`config.mk`:
```
export PLATFORM = sky130hd
export DESIGN_NAME = cache_demux
export DESIGN_NICKNAME = d
export VERILOG_FILES = /design/src/rtl/cache_demux_pkg.sv /design/src/rtl/cache_demux.sv /design/src/rtl/req_demux.sv /design/src/rtl/rsp_arbiter.sv /design/src/rtl/rsp_mux.sv
export SDC_FILE = /design/constraint.sdc
export NUM_CORES = 1
export LEC_CHECK = 0
export BUFFER_PORTS_ARGS = -buffer_cell sky130_fd_sc_hd__buf_2
export CAP_MARGIN = 15
export CORE_AREA = 2 2 223 225
export DETAILED_ROUTE_END_ITERATION = 6
export DIE_AREA = 0 0 225 227
export PLACE_DENSITY_LB_ADDON = 0.25
export SLEW_MARGIN = 40
export SYNTH_ARGS = -nofsm -noshare
export SYNTH_HDL_FRONTEND = slang
export SYNTH_SLANG_ARGS = --single-unit
```
`constraint.sdc`:
```
create_clock -name clk -period 6.42 [get_ports clk]
set_input_delay 1.284 -clock clk [delete_from_list [all_inputs] [get_ports clk]]
set_output_delay 1.284 -clock clk [all_outputs]
set_load 0.05 [all_outputs]
```
`src/rtl/cache_demux_pkg.sv`:
```
package cache_demux_pkg;

    // Bank count and select field.
    localparam int NUM_REQS      = 4;
    localparam int LOG_NUM_REQS  = 2;

    // Tag layout.
    localparam int TAG_IN_WIDTH  = 8;
    localparam int TAG_SEL_IDX   = 0;   // Select field starts here.
    localparam int TAG_OUT_WIDTH = TAG_IN_WIDTH - LOG_NUM_REQS;

    // Word geometry.
    localparam int DATA_SIZE     = 4;   // Bytes per word.
    localparam int DATA_WIDTH    = 8 * DATA_SIZE;
    localparam int ADDR_WIDTH    = 32 - LOG_NUM_REQS;   // Word address.

    // Upstream tag, select bits included.
    typedef logic [TAG_IN_WIDTH-1:0]  tag_in_t;

    // Bank side tag, select bits removed.
    typedef logic [TAG_OUT_WIDTH-1:0] tag_out_t;

    // Bank index.
    typedef logic [LOG_NUM_REQS-1:0]  sel_t;

    typedef logic [ADDR_WIDTH-1:0]    addr_t;

    typedef logic [DATA_WIDTH-1:0]    data_t;

    typedef logic [DATA_SIZE-1:0]     byteen_t;

    // One bit per bank.
    typedef logic [NUM_REQS-1:0]      req_mask_t;

endpackage

```
`src/rtl/cache_demux.sv`:
```
`timescale 1ns/1ps

module cache_demux import cache_demux_pkg::*; (
    input  logic                     clk,
    input  logic                     rst_n,

    // Client request.
    input  logic                     req_valid,
    input  tag_in_t                  req_tag,
    input  addr_t                    req_addr,
    input  logic                     req_rw,
    input  byteen_t                  req_byteen,
    input  data_t                    req_data,
    output logic                     req_ready,

    // Bank requests.
    output req_mask_t                bank_req_valid,
    output tag_out_t [NUM_REQS-1:0]  bank_req_tag,
    output addr_t    [NUM_REQS-1:0]  bank_req_addr,
    output logic     [NUM_REQS-1:0]  bank_req_rw,
    output byteen_t  [NUM_REQS-1:0]  bank_req_byteen,
    output data_t    [NUM_REQS-1:0]  bank_req_data,
    input  req_mask_t                bank_req_ready,

    // Bank responses.
    input  req_mask_t                bank_rsp_valid,
    input  tag_out_t [NUM_REQS-1:0]  bank_rsp_tag,
    input  data_t    [NUM_REQS-1:0]  bank_rsp_data,
    output req_mask_t                bank_rsp_ready,

    // Client response.
    output logic                     rsp_valid,
    output tag_in_t                  rsp_tag,
    output data_t                    rsp_data,
    input  logic                     rsp_ready
);

    tag_out_t  demux_tag;
    addr_t     demux_addr;
    logic      demux_rw;
    byteen_t   demux_byteen;
    data_t     demux_data;

    req_mask_t grant;
    sel_t      grant_idx;
    logic      slot_free;

    req_demux u_req_demux (
        .clk        (clk),
        .rst_n      (rst_n),
        .in_valid   (req_valid),
        .in_tag     (req_tag),
        .in_addr    (req_addr),
        .in_rw      (req_rw),
        .in_byteen  (req_byteen),
        .in_data    (req_data),
        .in_ready   (req_ready),
        .out_valid  (bank_req_valid),
        .out_tag    (demux_tag),
        .out_addr   (demux_addr),
        .out_rw     (demux_rw),
        .out_byteen (demux_byteen),
        .out_data   (demux_data),
        .out_ready  (bank_req_ready)
    );

    // One payload register feeds every bank.
    for (genvar i = 0; i < NUM_REQS; i++) begin : g_bank
        assign bank_req_tag[i]    = demux_tag;
        assign bank_req_addr[i]   = demux_addr;
        assign bank_req_rw[i]     = demux_rw;
        assign bank_req_byteen[i] = demux_byteen;
        assign bank_req_data[i]   = demux_data;
    end

    rsp_arbiter u_rsp_arbiter (
        .clk        (clk),
        .rst_n      (rst_n),
        .bank_valid (bank_rsp_valid),
        .slot_free  (slot_free),
        .grant      (grant),
        .grant_idx  (grant_idx)
    );

    assign bank_rsp_ready = grant;   // Granted bank pops.

    rsp_mux u_rsp_mux (
        .clk        (clk),
        .rst_n      (rst_n),
        .grant      (grant),
        .grant_idx  (grant_idx),
        .bank_tag   (bank_rsp_tag),
        .bank_data  (bank_rsp_data),
        .slot_free  (slot_free),
        .out_valid  (rsp_valid),
        .out_tag    (rsp_tag),
        .out_data   (rsp_data),
        .out_ready  (rsp_ready)
    );

endmodule

```
`src/rtl/req_demux.sv`:
```
`timescale 1ns/1ps

module req_demux import cache_demux_pkg::*; (
    input  logic      clk,
    input  logic      rst_n,

    input  logic      in_valid,
    input  tag_in_t   in_tag,
    input  addr_t     in_addr,
    input  logic      in_rw,
    input  byteen_t   in_byteen,
    input  data_t     in_data,
    output logic      in_ready,

    output req_mask_t out_valid,
    output tag_out_t  out_tag,
    output addr_t     out_addr,
    output logic      out_rw,
    output byteen_t   out_byteen,
    output data_t     out_data,
    input  req_mask_t out_ready
);

    sel_t      in_sel;
    tag_in_t   low_mask;
    tag_in_t   tag_lo;
    tag_in_t   tag_hi;
    tag_out_t  tag_strip;
    req_mask_t in_target;
    req_mask_t out_mask;
    logic      drain;
    logic      load;

    assign in_sel = in_tag[TAG_SEL_IDX +: LOG_NUM_REQS];   // Bank select field.

    // Close the gap left by the select field.
    assign low_mask  = tag_in_t'((1 << TAG_SEL_IDX) - 1);
    assign tag_lo    = in_tag & low_mask;
    assign tag_hi    = (in_tag >> (TAG_SEL_IDX + LOG_NUM_REQS)) << TAG_SEL_IDX;
    assign tag_strip = tag_out_t'(tag_hi | tag_lo);

    assign in_target = req_mask_t'(1) << in_sel;

    // Slot empties when its bank takes it.
    assign drain    = |(out_mask & out_ready);
    assign in_ready = ~(|out_mask) | drain;
    assign load     = in_valid & in_ready;

    always_ff @(posedge clk or negedge rst_n) begin
        if (!rst_n) begin
            out_mask <= '0;
        end else if (load) begin
            out_mask <= in_target;   // Refill on same edge as drain.
        end else if (drain) begin
            out_mask <= '0;
        end
    end

    always_ff @(posedge clk) begin
        if (load) begin
            out_tag    <= tag_strip;
            out_addr   <= in_addr;
            out_rw     <= in_rw;
            out_byteen <= in_byteen;
            out_data   <= in_data;
        end
    end

    assign out_valid = out_mask;   // Only the target bank sees valid.

endmodule

```
`src/rtl/rsp_arbiter.sv`:
```
`timescale 1ns/1ps

module rsp_arbiter import cache_demux_pkg::*; (
    input  logic      clk,
    input  logic      rst_n,
    input  req_mask_t bank_valid,
    input  logic      slot_free,
    output req_mask_t grant,
    output sel_t      grant_idx
);

    sel_t rr_ptr;   // Last winner.
    sel_t idx;
    logic found;

    // Search starts one past the last winner and ends on it.
    always_comb begin
        grant     = '0;
        grant_idx = '0;
        found     = 1'b0;
        idx       = '0;
        if (slot_free) begin
            for (int i = 1; i <= NUM_REQS; i++) begin
                idx = rr_ptr + sel_t'(i);   // Wraps at NUM_REQS.
                if (!found && bank_valid[idx]) begin
                    found     = 1'b1;
                    grant_idx = idx;
                    grant     = req_mask_t'(1) << idx;
                end
            end
        end
    end

    // A grant is a transfer, so the pointer moves on every grant.
    always_ff @(posedge clk or negedge rst_n) begin
        if (!rst_n) begin
            rr_ptr <= '0;
        end else if (found) begin
            rr_ptr <= grant_idx;
        end
    end

endmodule

```
`src/rtl/rsp_mux.sv`:
```
`timescale 1ns/1ps

module rsp_mux import cache_demux_pkg::*; (
    input  logic                     clk,
    input  logic                     rst_n,

    input  req_mask_t                grant,
    input  sel_t                     grant_idx,
    input  tag_out_t [NUM_REQS-1:0]  bank_tag,
    input  data_t    [NUM_REQS-1:0]  bank_data,
    output logic                     slot_free,

    output logic                     out_valid,
    output tag_in_t                  out_tag,
    output data_t                    out_data,
    input  logic                     out_ready
);

    tag_in_t  low_mask;
    tag_in_t  sel_tag;
    tag_in_t  tag_full;
    data_t    sel_data;
    logic     accept;

    // Granted bank payload.
    assign sel_tag  = tag_in_t'(bank_tag[grant_idx]);
    assign sel_data = bank_data[grant_idx];

    // Put the bank index back at the select position.
    assign low_mask = tag_in_t'((1 << TAG_SEL_IDX) - 1);
    assign tag_full = ((sel_tag >> TAG_SEL_IDX) << (TAG_SEL_IDX + LOG_NUM_REQS))
                    | (tag_in_t'(grant_idx) << TAG_SEL_IDX)
                    | (sel_tag & low_mask);

    assign accept    = |grant;
    assign slot_free = ~out_valid | out_ready;   // Empty or draining.

    always_ff @(posedge clk or negedge rst_n) begin
        if (!rst_n) begin
            out_valid <= 1'b0;
        end else if (accept) begin
            out_valid <= 1'b1;
        end else if (out_ready) begin
            out_valid <= 1'b0;
        end
    end

    always_ff @(posedge clk) begin
        if (accept) begin
            out_tag  <= tag_full;
            out_data <= sel_data;
        end
    end

endmodule

```
======== Word level (Yosys, flattened, before mapping) ========
Index checks and enable logic that the tools add are counted.
W data, S select, Z words.
cells by class
  add/subtract/negate cells ............... 3
  $lt $le $gt $ge ......................... 5
  shift-type cells ........................ 5
  mux-type cells .......................... 34
  bitwise gates (word level) .............. 7
  reductions and logical operators ........ 11
operator list
  kind                   count
  $bmux W32 S2           1
  $mux W32               1
  $mux W4                7
  $shl A1 B2 Y4 const A  5
  $lt A2 B3 Y1 const B   5
  $mux W1                14
  $bmux W6 S2            1
  $reduce_or A4 Y1       3
  $mux W2                5
  $bmux W1 S2            4
  $or A8 B2 Y8           1
  $mux W6                1
  $add A2 B2 Y2 const B  2
  $and A4 B4 Y4          1
  $reduce_bool A2 Y1     2
  $logic_and A1 B1 Y1    3
  $logic_not A1 Y1       3
  $add A2 B1 Y2 const B  1
  $not A1 Y1             2
  $or A1 B1 Y1           2
  $and A1 B1 Y1          1
word-level totals
  register bits ........................... 120
  bits of input ports ..................... 239
  output and inout bits ................... 342

======== Longest topological paths before layout ========
  depth after elaboration ................. 20
  gate-level depth with buffers ........... 11
  gate-level depth less buffers ........... 8

======== By module ========
A second synthesis with hierarchy kept.
second synthesis, totals
  cell total of the unflattened synthesis .. 461
  area total of the unflattened synthesis .. 6802.8 µm²
modules (own cells, without submodules)
  module       instances  cells an instance  area each (µm²)  sequential area each (µm²)
  req_demux    1          90                 2391.0           2292.2
  rsp_mux      1          90                 2179.6           1226.2
  cache_demux  1          220                1651.6           0.0
  rsp_arbiter  1          61                 580.6            50.0

======== Worst setup path before layout ========
No wires, ideal clock.
  kind .................................... flip-flop to flip-flop
  start ................................... register u_req_demux.out_mask[0], in the netlist u_req_demux.out_valid[0]
  end ..................................... register u_req_demux.out_addr[0] (enable)
  setup time .............................. 461 ps
  arrival ................................. 4766 ps
  setup slack ............................. 1192 ps
  cell stages (with the launch flop) ...... 4
  path buffers ............................ 1
  clock period less this slack ............ 5228 ps
  path through ............................ dfrtp_1 > o41ai_1 > and2_1 > clkbuf_1
between the ends
  cells in the longest elaborated chain, start to end .. 4
  elaborated cells between the ends (all ways) .. 6
  classes of those cells .................. 4 x bitwise; 2 x reduce/logical
ends and longest elaborated chain
  what                                               line                              text
  start: declaration                                 req_demux.sv:30                   req_mask_t out_mask;
  start signal: assignment                           req_demux.sv:53                   out_mask <= in_target;
  $and A4 B4 Y4 or $reduce_or A4 Y1 (tied branches)  req_demux.sv:45, req_demux.sv:46
  $reduce_or A4 Y1 or $not A1 Y1 (tied branches)     req_demux.sv:45, req_demux.sv:46
  $or A1 B1 Y1 (*)                                   req_demux.sv:46                   assign in_ready = ~(|out_mask) | drain;
  via req_ready                                      cache_demux.sv:14                 output logic req_ready,
  $and A1 B1 Y1 (*)                                  req_demux.sv:47                   assign load = in_valid & in_ready;
  via u_req_demux.load                               req_demux.sv:32                   logic load;
  end signal: assignment                             req_demux.sv:62                   out_addr <= in_addr;
  end: declaration                                   req_demux.sv:17                   output addr_t out_addr,
Mark *: on every way through the listed nets, which the timed path passes. The rest lies on a longest branch.
A chain may end at the register's enable or synchronous reset.

======== Worst setup path in the final report ========
  start ................................... register u_rsp_arbiter.rr_ptr[0]
  end ..................................... output bank_rsp_ready[3]
between the ends
  cells in the longest elaborated chain, start to end .. 17
  elaborated cells between the ends (all ways) .. 32
  classes of those cells .................. 3 x add/sub; 4 x shift; 19 x mux; 6 x reduce/logical
ends and longest elaborated chain
  what                           line               text
  start: declaration             rsp_arbiter.sv:12  sel_t rr_ptr;
  start signal: assignment       rsp_arbiter.sv:39  rr_ptr <= grant_idx;
  $add A2 B1 Y2                  rsp_arbiter.sv:24  idx = rr_ptr + sel_t'(i);
  $bmux W1 S2                    rsp_arbiter.sv:25  if (!found && bank_valid[idx]) begin
  $mux W1 (not written as such)  rsp_arbiter.sv:25
  $mux W1                        rsp_arbiter.sv:25
  $mux W1                        rsp_arbiter.sv:22  if (slot_free) begin
  $logic_not A1 Y1               rsp_arbiter.sv:25
  $logic_and A1 B1 Y1            rsp_arbiter.sv:25
  $mux W1                        rsp_arbiter.sv:25
  $mux W1                        rsp_arbiter.sv:22
  $logic_not A1 Y1               rsp_arbiter.sv:25
  $logic_and A1 B1 Y1            rsp_arbiter.sv:25
  $mux W1                        rsp_arbiter.sv:25
  $mux W1                        rsp_arbiter.sv:22
  $logic_not A1 Y1               rsp_arbiter.sv:25
  $logic_and A1 B1 Y1            rsp_arbiter.sv:25
  $mux W4 (*)                    rsp_arbiter.sv:25
  $mux W4 (*)                    rsp_arbiter.sv:22
  end: declaration               cache_demux.sv:29  output req_mask_t bank_rsp_ready,
Every way passes the cells marked *; elsewhere a longest branch is shown, timed or not. The select of a mux whose other input is x is not followed.

==> flow_metrics.py <==
metrics = {
    "status": {
        "status": "finished, final reports clean",
    },
    "critical_path": {
        "cp.required_ns": 5.14,
        "critPathLaunchType": "flop",
        "criticalPathCategory": "reg2out",
        "cp_max_fo": 16,
        "path_cells": "inv_1 -> ha_1 -> mux4_2 -> nand3b_1 -> a21oi_1 -> a221oi_1 -> nor2_1 -> buf_2",
        "crit_start": "u_rsp_arbiter.rr_ptr[0]",
        "max_stage_delay_ns": 0.70,
        "endpoint": "bank_rsp_ready[3]",
        "reg2reg_slack_ns": 2.40,
        "r2r_start": "u_rsp_arbiter.rr_ptr[0]",
        "crit_path_end_kind": "output pin",
        "cp.arrival_ns": 3.28,
        "cp_slowest_cell": "dfrtp_1",
        "reg2reg_depth": 9,
        "reg2reg_to": "u_rsp_mux.out_data[28]",
    },
    "detailed_routing": {
        "drtIter0Drc": 191,
        "routed_wl_microns": 26250,
        "drc": 0,
        "wl_met3_microns": 2198,
        "antenna_left": 0,
        "highest_layer": "met4",
        "wl_per_cell_microns": 16.90,
        "drt-pass1-iter-count": 4,
        "num_vias": 5256,
        "dr_wl_met2_microns": 14350,
        "wl_met1_microns": 9130,
        "avgViaCountPerCell": 3.384,
    },
    "global_routing": {
        "grt_pass1_vias": 5024,
        "grt_start_max_net_pins": 61,
        "track_usage_pct": 9.860,
        "antenna_found_initial": 9,
        "grt_first_pass_wirelength_microns": 34100,
        "overflow": 0,
    },
    "power": {
        "pwr-share-comb_pct": 62.0,
        "pwr_density_cell_nw_per_um2": 656.6,
        "intPower_mw": 2.682,
        "ir_drop_mv": 0.2034,
        "p_sw_share_pct": 57.44,
        "leakagePower_nw": 4.698,
        "power_frac_seq_pct": 24.1,
        "p_clk_share_pct": 13.9,
        "power.switching_mw": 3.619,
    },
    "sta": {
        "fin_setup_tns_ns": 0,
        "hold_violations": 0,
        "post-route-min-period_ns": 4.561,
        "max_freq_mhz": 219.2,
        "rsz0062_at_grt": "false",
        "fin_crit_sh_pct": 71.05,
        "tightest_slew_ns": 0.8112,
        "final_max_slew_viol_count": 0,
        "whs_ns": 0.5583,
        "setup_violations": 0,
        "skew_ns": 0.006492,
        "slew_headroom_pct": 45.92,
    },
    "die": {
        "dieHeight_microns": 227,
        "pin_count": 581,
        "dieArea_sq_um": 51080,
        "fp.dieW_microns": 225,
        "core-area_sq_um": 48550,
        "initial_core_util_pct": 14.57,
        "row_count": 81,
    },
    "clock_tree": {
        "cts_buffers": 17,
        "cts_tree": "done",
        "cts-root-buf": "clkbuf_16",
        "post_cts_buffers": 0,
        "cts_max_path_buffers": 2,
        "ctsResizeCount": 0,
        "cts_num_sinks": 120,
        "cts_max_level": 4,
        "ctsHoldBuffers": 0,
        "path_clk_slew_ns": 0.06,
        "insertion_delay_ns": 0.46,
    },
    "cells_and_area": {
        "post_route_cells_drive_above_1_share_pct": 67.56,
        "layout.cells.non_filler": 1553,
        "utilization_pct": 19.77,
        "fin_nets": 1162,
        "fillCellCount": 5294,
        "syn2layout_area_growth_pct": 35.72,
    },
    "placed_design": {
        "place_congestion": 0.8204,
        "portBuffers": 580,
        "place_hpwl_microns": 21920,
        "dp_cells": 1518,
    },
    "synthesis": {
        "yosysWarnings": 0,
        "synthesis.nets": 793,
        "seq_area_frac_synth_pct": 50.46,
        "syn_inst": 546,
        "synth_cell_types": 40,
        "synth-edff-count": 113,
        "synth_top_area_share_pct": 47.98,
        "synth_ff_type": "edfxtp_1",
        "ys_async_sr_fraction_pct": 5.833,
        "synth_area_leaders": "edfxtp_1 (48%), buf_4 (23%), mux2i_1 (16%), dfrtp_1 (2.5%), ha_1 (1.4%)",
        "yosysTopAreaCell": "edfxtp_1",
        "syn-cell-area_sq_um": 7072,
        "syn_area_per_cell_sq_um": 12.95,
        "ys_ff_latch": 120,
    },
    "worst_hold_path": {
        "hold_class": "reg2reg",
        "hold_depth": 1,
    },
    "flow_run": {
        "cap_viol_max_count": 0,
    },
}
## per-layer routing
metal | up-vias | track usage [%]
met1 | 2374 | 9.667
li1 | 2477 | -
met5 | - | 0
met2 | 367 | 18.60
met4 | 0 | 4.102
met3 | 38 | 3.665
## cell usage after synthesis, types with 4 or more instances
cell type	n
edfxtp_1	113
ha_1	8
inv_1	5
a21oi_1	6
buf_4	221
o21ai_1	4
dfrtp_1	7
buf_6	6
a32o_1	4
buf_2	7
mux2i_1	114
nand2_1	6
## power groups by stage
stage                     clock [mW]  sequential (mW)  combinational, mW
after detailed placement           0             1.55               3.94
final                          0.878             1.52               3.90
after floorplan                    0             2.35               2.59
after global routing           0.961             1.56               4.11
after CTS                      0.930             1.54               3.94
after global placement             0             1.54               3.95
## cell usage in the layout, fill, tap and decap left out, types with 5 or more instances in the layout
cell       count
inv_1          5
mux2i_1      114
dfrtp_1        7
ha_1           8
nand2_1        6
buf_2        580
a21oi_1        5
clkbuf_16     17
edfxtp_1     113
## how the worst min path moves through the flow
stage / startpoint / endpoint / slack, ns
finish: u_req_demux.out_valid[3] / u_req_demux.out_valid[3] / 0.56
floorplan: u_rsp_arbiter.rr_ptr[1] / u_rsp_arbiter.rr_ptr[1] / 0.71
global route: u_req_demux.out_valid[1] / u_req_demux.out_valid[1] / 0.61
detailed placement: u_req_demux.out_valid[3] / u_req_demux.out_valid[3] / 0.55
global placement: u_req_demux.out_valid[3] / u_req_demux.out_valid[3] / 0.54
CTS: u_req_demux.out_valid[3] / u_req_demux.out_valid[3] / 0.56
## critical path: cells and delay by family, from the launching register on
family | cells | cell delay (ns)
buf+inv | 2 | 0.49
simple gates | 2 | 0.18
fa+ha+maj | 1 | 0.43
mux | 1 | 0.35
compound gates | 2 | 0.65
flops | 1 | 0.70
## cell families after synthesis
family / synth area share [%]
AOI/OAI and AO/OA: 3.309
xor gates and xnor gates: 0.1239
adders and majority gates: 1.415
buffers and inverters: 25.28
DFF: 50.46
muxes: 17.25
and+or+nand+nor: 2.158
## per-stage QoR
stage          total power [mW]  area, sq um  setup slack (ns)
2_1_floorplan             4.946         7072             1.192
5_1_grt                   6.632         9590             1.537
3_5_place_dp              5.494         9051             2.058
3_3_place_gp              5.488         9051             2.090
6_report                  6.302         9598             1.859
4_1_cts                   6.412         9584             1.747
## layout make-up
cell class	count	area [sq um]	share of cell area [%]
clock inverters	14	103.9	1.082
flip-flops and latches	120	3568	37.18
well taps	622	778.2	8.108
clock buffers	18	429.2	4.471
multi-input cells	185	1744	18.17
inverters	6	22.52	0.2346
diodes	3	7.507	0.07822
repair buffers	585	2944	30.67
## flip-flops by register name, indices dropped and copies added (netlist names)
register / count
u_req_demux.out_valid: 4
u_rsp_mux.out_valid: 1
u_rsp_mux.out_data: 32
u_req_demux.out_tag: 6
u_req_demux.out_byteen: 4
u_req_demux.out_data: 32
u_rsp_arbiter.rr_ptr: 2
u_rsp_mux.out_tag: 8
u_req_demux.out_rw: 1
u_req_demux.out_addr: 30
No activity file was read; power rests on OpenSTA's default activity.
